File: src/common/fetch_pkg.sv
`default_nettype none

package fetch_pkg;

	localparam logic [31:0] RESET_PC = 32'h0000_0000;

	// major opcodes of the supported subset
	localparam logic [6:0] OPC_LUI    = 7'b0110111;
	localparam logic [6:0] OPC_AUIPC  = 7'b0010111;
	localparam logic [6:0] OPC_JAL    = 7'b1101111;
	localparam logic [6:0] OPC_JALR   = 7'b1100111;
	localparam logic [6:0] OPC_BRANCH = 7'b1100011;
	localparam logic [6:0] OPC_LOAD   = 7'b0000011;
	localparam logic [6:0] OPC_STORE  = 7'b0100011;
	localparam logic [6:0] OPC_OP_IMM = 7'b0010011;
	localparam logic [6:0] OPC_OP     = 7'b0110011;
	localparam logic [6:0] OPC_SYSTEM = 7'b1110011;

	localparam logic [2:0] F3_JALR    = 3'b000;
	localparam logic [2:0] F3_LB      = 3'b000;
	localparam logic [2:0] F3_LH      = 3'b001;
	localparam logic [2:0] F3_LW      = 3'b010;
	localparam logic [2:0] F3_LBU     = 3'b100;
	localparam logic [2:0] F3_LHU     = 3'b101;
	localparam logic [2:0] F3_SB      = 3'b000;
	localparam logic [2:0] F3_SH      = 3'b001;
	localparam logic [2:0] F3_SW      = 3'b010;
	localparam logic [2:0] F3_ADD_SUB = 3'b000; // add/sub, addi
	localparam logic [2:0] F3_SLL     = 3'b001; // sll, slli
	localparam logic [2:0] F3_SRL_SRA = 3'b101; // srl/sra, srli/srai
	localparam logic [2:0] F3_PRIV    = 3'b000; // ecall, ebreak, mret
	localparam logic [2:0] F3_CSRRW   = 3'b001;
	localparam logic [2:0] F3_CSRRS   = 3'b010;

	localparam logic [6:0] F7_BASE = 7'b0000000;
	localparam logic [6:0] F7_ALT  = 7'b0100000; // sub, sra, srai

	// system words differ only in imm12
	localparam logic [11:0] IMM_ECALL  = 12'h000;
	localparam logic [11:0] IMM_EBREAK = 12'h001;
	localparam logic [11:0] IMM_MRET   = 12'h302;

	typedef struct packed {
		logic [6:0] funct7;
		logic [4:0] rs2;
		logic [4:0] rs1;
		logic [2:0] funct3;
		logic [4:0] rd;
		logic [6:0] opcode;
	} inst_r_t;

	typedef struct packed {
		logic [11:0] imm12;
		logic [4:0]  rs1;
		logic [2:0]  funct3;
		logic [4:0]  rd;
		logic [6:0]  opcode;
	} inst_i_t;

	// one fetched word, seen as funct fields or as an immediate
	typedef union packed {
		inst_r_t r;
		inst_i_t i;
	} inst_u;

	typedef struct packed {
		logic        branch_taken;
		logic [31:0] branch_target;
		logic        jmp;
		logic [31:0] jmp_target;
		logic        csr_jmp;      // trap entry or mret
		logic [31:0] csr_target;
	} redirect_t;

	typedef struct packed {
		logic        en;
		logic [31:0] addr; // byte address
		logic [31:0] data;
	} imem_wr_t;

	typedef enum logic [1:0] {
		FETCH_IDLE        = 2'd0,
		FETCH_WAIT_MEM    = 2'd1,
		FETCH_WAIT_FINISH = 2'd2
	} fetch_state_e;

endpackage

`default_nettype wire

File: src/fetch/pc_gen.sv
`timescale 1ns/1ns
`default_nettype none

module pc_gen (
	input  logic                 clk,
	input  logic                 rst,
	input  logic                 adv_i,
	input  fetch_pkg::redirect_t redir_i,
	output logic [31:0]          pc_o
);

	logic [31:0] pc_q;
	logic [31:0] pc_plus4;
	logic [31:0] pc_next;

	assign pc_plus4 = pc_q + 32'd4;

	// trap/return wins over jump, jump over taken branch
	always_comb begin
		if (redir_i.csr_jmp)
			pc_next = redir_i.csr_target;
		else if (redir_i.jmp)
			pc_next = redir_i.jmp_target;
		else if (redir_i.branch_taken)
			pc_next = redir_i.branch_target;
		else
			pc_next = pc_plus4;
	end

	always_ff @(posedge clk) begin
		if (rst)
			pc_q <= fetch_pkg::RESET_PC;
		else if (adv_i)
			pc_q <= pc_next;
	end

	assign pc_o = pc_q;

	// targets come in aligned, nothing here rounds them
	a_pc_aligned: assert property (@(posedge clk) disable iff (rst)
		pc_o[1:0] == 2'b00)
		else $error("pc_gen: pc not word aligned");

endmodule

`default_nettype wire

File: config.mk
export PLATFORM = sky130hd
export DESIGN_NAME = pc_gen
export DESIGN_NICKNAME = d
export VERILOG_FILES = /design/src/common/fetch_pkg.sv /design/src/fetch/pc_gen.sv
export SDC_FILE = /design/constraint.sdc
export NUM_CORES = 1
export LEC_CHECK = 0
export BUFFER_PORTS_ARGS = -buffer_cell sky130_fd_sc_hd__buf_2
export CORE_MARGIN = 8
export CORE_UTILIZATION = 35
export DETAILED_ROUTE_END_ITERATION = 7
export SYNTH_ARGS = -nofsm -noshare
export SYNTH_HDL_FRONTEND = slang
export SYNTH_SLANG_ARGS = --single-unit
File: constraint.sdc
create_clock -name clk -period 2.1 [get_ports clk]
set_clock_uncertainty 0.1 [all_clocks]
set_input_delay 0.315 -clock clk [delete_from_list [all_inputs] [get_ports clk]]
set_output_delay 0.315 -clock clk [all_outputs]
set_load 0.01 [all_outputs]
==> flow_summary_export.csv <==
group,metric,value,unit
run_status,status,"finished, final reports clean",
clocking,clock-root-buffer,"clkbuf_8",
global_route,grt_pass1_wl,17.4,mm
power_and_ir_drop,p_leak,0.00163,uW
sta,post-route-period-util,0.918,
critical_path,path_buf_inv,1,
yosys,syn_area,2650,sq um
clocking,cts_max_level,2,
yosys,synth_nets,451,
sta,fin_crit,1930,ps
power_and_ir_drop,p_per_area,474,nW/um^2
route,drt_iter0_markers,162,
cells_and_area,regArea,641,sq um
sta,fmax,0.518,GHz
route,vias,3373,
sta,setup_viol,0,
yosys,syn_inst,348,
clocking,clk_pin_slew,70,ps
sta,worstMarginPinSlew,509,ps
place,place.gp.congestion,0.853,
floorplan,start_util,0.363,
place,dp_hpwl,8.54,mm
sta,hold_viol,0,
cells_and_area,final_area,3620,sq um
yosys,seq_area_frac_synth,0.242,
floorplan,core,7290,sq um
global_route,grt.overflow.total,0,
global_route,grt_pass1_vias,3415,
critical_path,path_max_fanout,9,
place,numPortBuffers,133,
global_route,grt_max_degree,36,
sta,slew_viol_final,0,
clocking,postCtsHoldBufs,0,
floorplan,pin_count,134,
floorplan,row_count,31,
critical_path,crit_chain,"nand4_2 > nor4_4 > buf_4 > nand4_1 > xor2_1 > a221oi_2",
yosys,yosys_register_bits,32,
power_and_ir_drop,p_total,1720,uW
critical_path,r2r-start,"pc_o[5]",
floorplan,dieArea,10600,sq um
yosys,ys_types,58,
floorplan,die_y,103,um
critical_path,crit_arrival,2030,ps
cells_and_area,multi_input_area,1850,sq um
power_and_ir_drop,vdd_drop_max,0.000187,V
critical_path,critPathKind,"reg2reg",
cells_and_area,largest_register_ff_count,32,
sta,slew_headroom,0.659,
cells_and_area,syn_to_final_growth,36.9,%
critical_path,crit_required,2200,ps
clocking,clk_latency,290,ps
route,postRouteAntennaNets,0,
route,drc_errors,0,
critical_path,critical_path.top_delay_family,"simple AND/OR/NAND/NOR gates",
sta,rsz0062_at_grt,"no",
critical_path,endpoint_kind,"flop",
global_route,antenna_found_initial,0,
cells_and_area,drive_gt1_frac,0.360,
floorplan,die_x,103,um
cells_and_area,nets,589,
cells_and_area,fill_cells,787,
route,firstDrtPassIters,5,
critical_path,max_stage_delay,470,ps
hold_path,min_path_type,"in2reg",
yosys,synth-edff-count,0,
cells_and_area,antenna_cells,0,
sta,setup_tns,0,ps
yosys,avgSynthCellArea,7.60,sq um
clocking,cts_tree,"done",
clocking,cts_max_path_buffers,2,
yosys,ys_async_sr_fraction,0,
clocking,cts_resized,0,
clocking,numCtsBuffers,5,
run,drv_cap,0,
route,wirelength,10.9,mm
route,vias_per_cell,5.77,
yosys,yosys_warnings,0,
critical_path,cpMaxStageDelayCell,"dfxtp_1",
critical_path,timing.critical_path.from,"pc_o[5]",
clocking,post-cts-setup-buffer-count,0,
hold_path,min_from,"redir_i[53]",
global_route,grt_use_total,0.204,
yosys,synth_ff_type,"dfxtp_1",
critical_path,start_kind,"flop",
route,wl_per_cell,18.6,um
clocking,cts.sinks,32,
place,postPlaceCellArea,3540,sq um
[where the power goes]
group | internal [uW] | total (uW) | switching [uW]
Sequential | 652 | 713 | 61.2
Clock | 226 | 469 | 243
Combinational | 256 | 536 | 280
[worst reg2reg max path, delay by kind of cell, from the launching register on]
kind	cells	cell delay (ps)
AND/OR/NAND/NOR	3	660
flip-flops	1	470
AO/OA/AOI/OAI	1	220
buffers and inverters	1	200
XOR/XNOR	1	180
[placed cells by master, fill, tap and decap left out, types with 6 or more instances in the layout]
master | synthesis | routed
buf_4 | 1 | 24
o221ai_1 | 6 | 6
inv_1 | 9 | 9
and3_1 | 11 | 11
o21ai_0 | 18 | 18
nor3_1 | 6 | 6
nand2_1 | 39 | 39
xnor2_1 | 7 | 7
nand2b_1 | 16 | 16
a21oi_1 | 9 | 9
a221oi_1 | 22 | 22
nor2_1 | 20 | 20
a211oi_1 | 9 | 9
nand4_1 | 10 | 10
o22ai_1 | 7 | 7
nand3_1 | 17 | 17
buf_2 | 4 | 133
dfxtp_1 | 32 | 32
mux2i_1 | 6 | 6
xor2_1 | 6 | 6
[metal layers]
metal	global-route usage	wire, um	part of all wire	up-vias
li1	-	-	-	1629
met1	0.259	4720	0.43	1592
met2	0.335	5000	0.46	143
met3	0.0581	1040	0.095	9
met4	0.0400	109	0.010	0
met5	0	0	0	-
[final cells by class]
class | count | area share
multi-input cells | 277 | 0.512
inverters | 11 | 0.0114
well taps | 99 | 0.0342
clock buffers | 6 | 0.0200
flip-flops and latches | 32 | 0.177
clock inverters | 1 | 0.00138
repair buffers | 159 | 0.245
[Yosys cell counts (5+ instances only)]
master,number,area (sq um)
clkbuf_1,19,71.3
and3_1,11,68.8
nor3_1,6,30.0
nand2_1,39,146
a21oi_1,9,45.0
a2bb2oi_1,5,43.8
nor2_1,20,75.1
o22ai_1,7,43.8
nand3_1,17,85.1
inv_1,9,33.8
nand4_1,10,62.6
a221oi_1,22,193
xor2_1,6,52.6
dfxtp_1,32,641
a211oi_1,9,67.6
mux2i_1,6,60.1
xnor2_1,7,61.3
nand2b_1,16,100
a31oi_1,5,31.3
o221ai_1,6,52.6
a32o_1,5,50.1
o21ai_0,18,90.1
[per-stage QoR]
stage | hold slack [ps] | std cells | worst slack (ps) | utilization
final | 197 | 585 | 171 | 0.497
after global routing | 231 | 585 | 2.07 | 0.497
after CTS | 196 | 585 | 175 | 0.497
after detailed placement | 355 | 578 | 221 | 0.486
after global placement | 349 | 578 | 242 | 0.486
after floorplan | 369 | 348 | 225 | -
[cell families (layout without fill, tap and decap cells)]
group | after synthesis | count (layout) | share of synthesized area
AND/OR/NAND/NOR | 138 | 138 | 0.284
AO/OA/AOI/OAI | 119 | 119 | 0.345
multiplexers | 6 | 6 | 0.0227
flip-flops | 32 | 32 | 0.242
adder cells (fa/ha/maj) | 1 | 1 | 0.00473
buffers and inverters | 39 | 177 | 0.0586
XOR/XNOR | 13 | 13 | 0.0430
[worst paths after layout]
| kind | endpoint | slack (ps) | depth (start not counted) |
|---|---|---|---|
| worst max-delay path | pc_o[24] | 170 | 6 |
| worst min-delay path | pc_o[20] | 200 | 3 |
| worst max register to register | pc_o[24] | 170 | 6 |
| worst min register to register | pc_o[1] | 360 | 2 |
Power figures use the tool's default switching activity.
