--- src/common/fetch_pkg.sv ---
`default_nettype none

package fetch_pkg;

	localparam logic [31:0] RESET_PC = 32'h0000_0000;

	// major opcodes of the supported subset
	localparam logic [6:0] OPC_LUI    = 7'b0110111;
	localparam logic [6:0] OPC_AUIPC  = 7'b0010111;
	localparam logic [6:0] OPC_JAL    = 7'b1101111;
	localparam logic [6:0] OPC_JALR   = 7'b1100111;
	localparam logic [6:0] OPC_BRANCH = 7'b1100011;
	localparam logic [6:0] OPC_LOAD   = 7'b0000011;
	localparam logic [6:0] OPC_STORE  = 7'b0100011;
	localparam logic [6:0] OPC_OP_IMM = 7'b0010011;
	localparam logic [6:0] OPC_OP     = 7'b0110011;
	localparam logic [6:0] OPC_SYSTEM = 7'b1110011;

	localparam logic [2:0] F3_JALR    = 3'b000;
	localparam logic [2:0] F3_LB      = 3'b000;
	localparam logic [2:0] F3_LH      = 3'b001;
	localparam logic [2:0] F3_LW      = 3'b010;
	localparam logic [2:0] F3_LBU     = 3'b100;
	localparam logic [2:0] F3_LHU     = 3'b101;
	localparam logic [2:0] F3_SB      = 3'b000;
	localparam logic [2:0] F3_SH      = 3'b001;
	localparam logic [2:0] F3_SW      = 3'b010;
	localparam logic [2:0] F3_ADD_SUB = 3'b000; // add/sub, addi
	localparam logic [2:0] F3_SLL     = 3'b001; // sll, slli
	localparam logic [2:0] F3_SRL_SRA = 3'b101; // srl/sra, srli/srai
	localparam logic [2:0] F3_PRIV    = 3'b000; // ecall, ebreak, mret
	localparam logic [2:0] F3_CSRRW   = 3'b001;
	localparam logic [2:0] F3_CSRRS   = 3'b010;

	localparam logic [6:0] F7_BASE = 7'b0000000;
	localparam logic [6:0] F7_ALT  = 7'b0100000; // sub, sra, srai

	// system words differ only in imm12
	localparam logic [11:0] IMM_ECALL  = 12'h000;
	localparam logic [11:0] IMM_EBREAK = 12'h001;
	localparam logic [11:0] IMM_MRET   = 12'h302;

	typedef struct packed {
		logic [6:0] funct7;
		logic [4:0] rs2;
		logic [4:0] rs1;
		logic [2:0] funct3;
		logic [4:0] rd;
		logic [6:0] opcode;
	} inst_r_t;

	typedef struct packed {
		logic [11:0] imm12;
		logic [4:0]  rs1;
		logic [2:0]  funct3;
		logic [4:0]  rd;
		logic [6:0]  opcode;
	} inst_i_t;

	// one fetched word, seen as funct fields or as an immediate
	typedef union packed {
		inst_r_t r;
		inst_i_t i;
	} inst_u;

	typedef struct packed {
		logic        branch_taken;
		logic [31:0] branch_target;
		logic        jmp;
		logic [31:0] jmp_target;
		logic        csr_jmp;      // trap entry or mret
		logic [31:0] csr_target;
	} redirect_t;

	typedef struct packed {
		logic        en;
		logic [31:0] addr; // byte address
		logic [31:0] data;
	} imem_wr_t;

	typedef enum logic [1:0] {
		FETCH_IDLE        = 2'd0,
		FETCH_WAIT_MEM    = 2'd1,
		FETCH_WAIT_FINISH = 2'd2
	} fetch_state_e;

endpackage

`default_nettype wire

--- src/hdl/inst_legal_check.sv ---
`timescale 1ns/1ns
`default_nettype none

module inst_legal_check (
	input  fetch_pkg::inst_u inst_i,
	output logic             illegal_o
);

	logic [6:0] opcode;
	logic [2:0] funct3;
	logic [6:0] funct7;
	logic       csr_op;
	logic       sys_word;
	logic       legal;

	assign opcode = inst_i.r.opcode;
	assign funct3 = inst_i.r.funct3;
	assign funct7 = inst_i.r.funct7;

	assign csr_op = (funct3 == fetch_pkg::F3_CSRRW) || (funct3 == fetch_pkg::F3_CSRRS);

	// ecall/ebreak/mret need zero rs1, rd and funct3
	assign sys_word = (funct3 == fetch_pkg::F3_PRIV)
		&& (inst_i.i.rs1 == 5'd0) && (inst_i.i.rd == 5'd0)
		&& ((inst_i.i.imm12 == fetch_pkg::IMM_ECALL)
			|| (inst_i.i.imm12 == fetch_pkg::IMM_EBREAK)
			|| (inst_i.i.imm12 == fetch_pkg::IMM_MRET));

	always_comb begin
		legal = 1'b0;
		case (opcode)
			fetch_pkg::OPC_LUI,
			fetch_pkg::OPC_AUIPC,
			fetch_pkg::OPC_JAL,
			fetch_pkg::OPC_BRANCH: begin
				legal = 1'b1;
			end
			fetch_pkg::OPC_JALR: begin
				legal = (funct3 == fetch_pkg::F3_JALR);
			end
			fetch_pkg::OPC_LOAD: begin
				legal = (funct3 == fetch_pkg::F3_LB) || (funct3 == fetch_pkg::F3_LH)
					|| (funct3 == fetch_pkg::F3_LW) || (funct3 == fetch_pkg::F3_LBU)
					|| (funct3 == fetch_pkg::F3_LHU);
			end
			fetch_pkg::OPC_STORE: begin
				legal = (funct3 == fetch_pkg::F3_SB) || (funct3 == fetch_pkg::F3_SH)
					|| (funct3 == fetch_pkg::F3_SW);
			end
			fetch_pkg::OPC_OP_IMM: begin
				if (funct3 == fetch_pkg::F3_SLL)
					legal = (funct7 == fetch_pkg::F7_BASE);
				else if (funct3 == fetch_pkg::F3_SRL_SRA)
					legal = (funct7 == fetch_pkg::F7_BASE) || (funct7 == fetch_pkg::F7_ALT);
				else
					legal = 1'b1; // imm is free for the rest
			end
			fetch_pkg::OPC_OP: begin
				if (funct7 == fetch_pkg::F7_BASE)
					legal = 1'b1;
				else if (funct7 == fetch_pkg::F7_ALT) // sub and sra only
					legal = (funct3 == fetch_pkg::F3_ADD_SUB)
						|| (funct3 == fetch_pkg::F3_SRL_SRA);
			end
			fetch_pkg::OPC_SYSTEM: begin
				legal = csr_op || sys_word;
			end
			default: begin
				legal = 1'b0;
			end
		endcase
	end

	assign illegal_o = !legal;

endmodule

`default_nettype wire

--- config.mk ---
export PLATFORM = sky130hd
export DESIGN_NAME = inst_legal_check
export DESIGN_NICKNAME = d
export VERILOG_FILES = /design/src/common/fetch_pkg.sv /design/src/hdl/inst_legal_check.sv
export SDC_FILE = /design/constraint.sdc
export NUM_CORES = 1
export LEC_CHECK = 0
export BUFFER_PORTS_ARGS = -buffer_cell sky130_fd_sc_hd__buf_2
export CORE_AREA = 2 2 39 41
export DETAILED_ROUTE_END_ITERATION = 8
export DIE_AREA = 0 0 41 43
export SLEW_MARGIN = 20
export SYNTH_ARGS = -nofsm -noshare
export SYNTH_HDL_FRONTEND = slang
export SYNTH_SLANG_ARGS = --single-unit
--- constraint.sdc ---
create_clock -name vclk -period 0.88
set_clock_uncertainty 0.1 [all_clocks]
set_input_delay 0 -clock vclk [all_inputs]
set_output_delay 0 -clock vclk [all_outputs]
set_load 0.02 [all_outputs]
==> out/qor.log <==
INFO  outcome        run_status=finished with violations
INFO  outcome        failing_checks=negative setup slack
INFO  route          wl=1040microns
INFO  final_layout   area.sequential=0squm
INFO  route          first_iter_violations=7
INFO  synthesis      yosysSeqAreaShare=0%
INFO  grt            gr-usage-met3=1.05%
INFO  die            dieHeight=43microns
INFO  power_and_ir_drop leakagePower=0.000258uW
INFO  synthesis      synth_mux_area_share=0%
INFO  synthesis      synth_top_family_by_area=simple AND/OR/NAND/NOR gates
INFO  setup_path     worst_path_most_repeated_cell=nor4_4
INFO  final_layout   final_layout_size_suffix_gt1_share=59.0%
INFO  synthesis      syn-num-nets=72
INFO  timing         final.setup.worst_slack=-0.390ns
INFO  setup_path     critical_path.max_fanout=3
INFO  grt            vias_in_the_first_global_route=476
INFO  setup_path     kind_of_start_point_of_the_critical_path=primary input
INFO  timing         setup_total_negative_slack=-0.390ns
INFO  synthesis      avgSynthCellArea=6.69squm
INFO  setup_path     critical_path.max_stage_delay=0.30ns
INFO  grt            gr-total-overflow=0
INFO  place          pre_cts_ws=-0.398ns
INFO  synthesis      synth_cell_type_count=22
INFO  die            fp-row-count=14
INFO  final_layout   antenna-diode-count=0
INFO  hold_path      min-delay-path-class=primary input to primary output
INFO  hold_path      timing.hold.worst.start=inst_i[11]
INFO  die            chipWidth=41microns
INFO  route          drcViolationCount=0
INFO  final_layout   end_of_flow_core_utilization=41.0%
INFO  setup_path     critPathCaptureType=primary output
INFO  grt            use_met1=14.6%
INFO  setup_path     startpoint=inst_i[26]
INFO  setup_path     timing.critical_path.max_delay_family=simple AND/OR/NAND/NOR gates
INFO  final_layout   numSequentialCells=0
INFO  die            io_pins=33
INFO  power_and_ir_drop cellPowerDensity=349mW/mm^2
INFO  grt            grt_start_max_net_pins=7
INFO  timing         achievable-frequency=0.787GHz
INFO  place          hpwlAfterDp=911microns
INFO  grt            layer_with_the_highest_usage_after_global_routing=met2
INFO  timing         share_of_the_clock_period_used_by_the_worst_path_after_layout=144%
INFO  route          number_of_nets_with_antenna_violations_after_routing=0
INFO  timing         setup_viol=1
INFO  power_and_ir_drop vdd_drop_max=0.000142V
INFO  setup_path     worst_path_cell_chain=buf_6 > nor4_4 > and4_1 > nand4_1 > a21oi_2 > nor4_4 > buf_4
INFO  grt            grtUsageTotal=13.9%
INFO  grt            grtUsageMet2=27.5%
INFO  setup_path     timing.critical_path.required=0.78ns
INFO  timing         post-route-min-period=1.27ns
INFO  route          via_per_inst=4.88
INFO  grt            antenna_found_initial=0
INFO  die            core_area=0.00138sqmm
INFO  timing         finalHoldViolCount=0
INFO  setup_path     setup.worst_path.class=primary input to primary output
INFO  timing         hold_slack=0.447ns
INFO  setup_path     worst_path_max_delay_cell=nor4_4
INFO  place          gpl.final_weighted_congestion=0.716
INFO  place          io_buffers=33
INFO  route          vias=483
INFO  die            die_area=0.00176sqmm
INFO  timing         pins_over_slew_limit=0
INFO  setup_path     worst_ep_arrival_time=1.17ns
INFO  final_layout   synthToLayoutAreaGrowth=112%
INFO  route          routed_wire_length_per_instance=10.5microns
INFO  synthesis      yosys_warnings=0
INFO  timing         transition_at_the_pin_with_the_smallest_max_transition_slack=0.321ns
INFO  grt            grt_first_pass_wirelength=1810microns
INFO  route          drt_pre_antenna_iters=4
INFO  timing         timing.max_slew.rel_slack=78.3%
INFO  setup_path     path_buf_inv=2
INFO  synthesis      synth_cells=40
INFO  die            initial_cell_density_of_the_core=19.3%
INFO  synthesis      compound_gate_portion_of_the_synthesized_area=25.2%
INFO  synthesis      yosys.area_share.adder=0%
INFO  final_layout   count_of_filler_cells_inserted_in_the_layout=147
INFO  run            cap_violations=0
INFO  place          place.detailed.instances=98
INFO  timing         grt_setup_unrepaired=yes
INFO  final_layout   design.final.nets=117
INFO  final_layout   final.clkbuf_count=0
INFO  synthesis      area_share_of_and_or_nand_nor_cells_after_synthesis=70.1%
INFO  final_layout   layoutNonFillerInstCount=99
INFO  synthesis      synth-xor-area-share=3.27%
INFO  synthesis      synthesis.area=268squm
## worst paths after layout
| kind | to | slack [ns] | cells past startpoint |
|---|---|---|---|
| worst max-delay path | illegal_o | -0.39 | 7 |
| worst min-delay path | illegal_o | 0.45 | 6 |
## area by class of cell
cell class	instances	area (sq um)	share of cell area, %
repair buffers	43	255	45.0
multi-input cells	39	288	50.8
well taps	16	20.0	3.53
inverters	1	3.75	0.662
## tightest hold or removal path: cells and delay by family
| family | cells | cell delay, ns |
|---|---|---|
| buffers and inverters | 2 | 0.26 |
| AO/OA/AOI/OAI | 1 | 0.07 |
| AND/OR/NAND/NOR | 3 | 0.22 |
## cells in the mapped netlist
cell type  n  area share [%]
o21ai_0    3             5.6
nand3_1    3             5.6
xor2_1     1             3.3
nor3b_1    1             2.8
a21oi_2    1             3.3
and3_1     1             2.3
nand4_1    1             2.3
and4_1     1             3.3
nor4_4     1             7.9
nor2b_1    1             2.3
nor3_1     2             3.7
nand4b_1   2             6.5
a21oi_1    4             7.5
inv_1      1             1.4
o211ai_1   1             2.8
o31ai_1    1             2.8
nand2b_1   2             4.7
nand2_1    3             4.2
nor4_1     2             4.7
nor2_1     4             5.6
nor4_2     3              14
a41oi_1    1             3.3
## kinds of logic (layout without fill, tap and decap cells)
group / count (synthesis) / after routing
buffers and inverters: 1 / 44
XOR/XNOR: 1 / 1
AND/OR/NAND/NOR: 27 / 27
AO/OA/AOI/OAI: 11 / 11
## metrics by stage
stage | total power (uW) | area [sq um]
floorplan | 46.4 | 277
global placement | 178 | 529
detailed placement | 182 | 529
CTS | 193 | 558
global route | 219 | 567
finish | 198 | 567
## metal layers
layer	vias to the layer above	part of all wire (%)
met5	-	0
met2	19	56
met4	0	3.5
met3	4	5.9
met1	212	34
li1	248	-
## repair_timing
item,in CTS,in global routing
hold buffers,0,0
pin swaps,4,4
setup buffers,1,0
cloned,0,0
gates resized for setup,4,1
endpoints found under the setup margin,1,1
## power by group
group          switching (uW)  leakage [uW]  total (uW)  internal [uW]
logic                    87.1      0.000258         198            111
registers                   0             0           0              0
clock network               0             0           0              0
## cell usage in the layout (no fill, tap or decap), types with 2 or more instances in the layout
| cell | n |
|---|---|
| buf_2 | 30 |
| buf_4 | 11 |
| nor2_1 | 4 |
| a21oi_1 | 4 |
| nor4_4 | 3 |
| nand3_1 | 3 |
| nand2_1 | 3 |
| o21ai_0 | 3 |
| nand2b_1 | 2 |
| nor3_1 | 2 |
| nand4b_1 | 2 |
| nor4_2 | 2 |
| buf_6 | 2 |
Power figures use the tool's default switching activity.
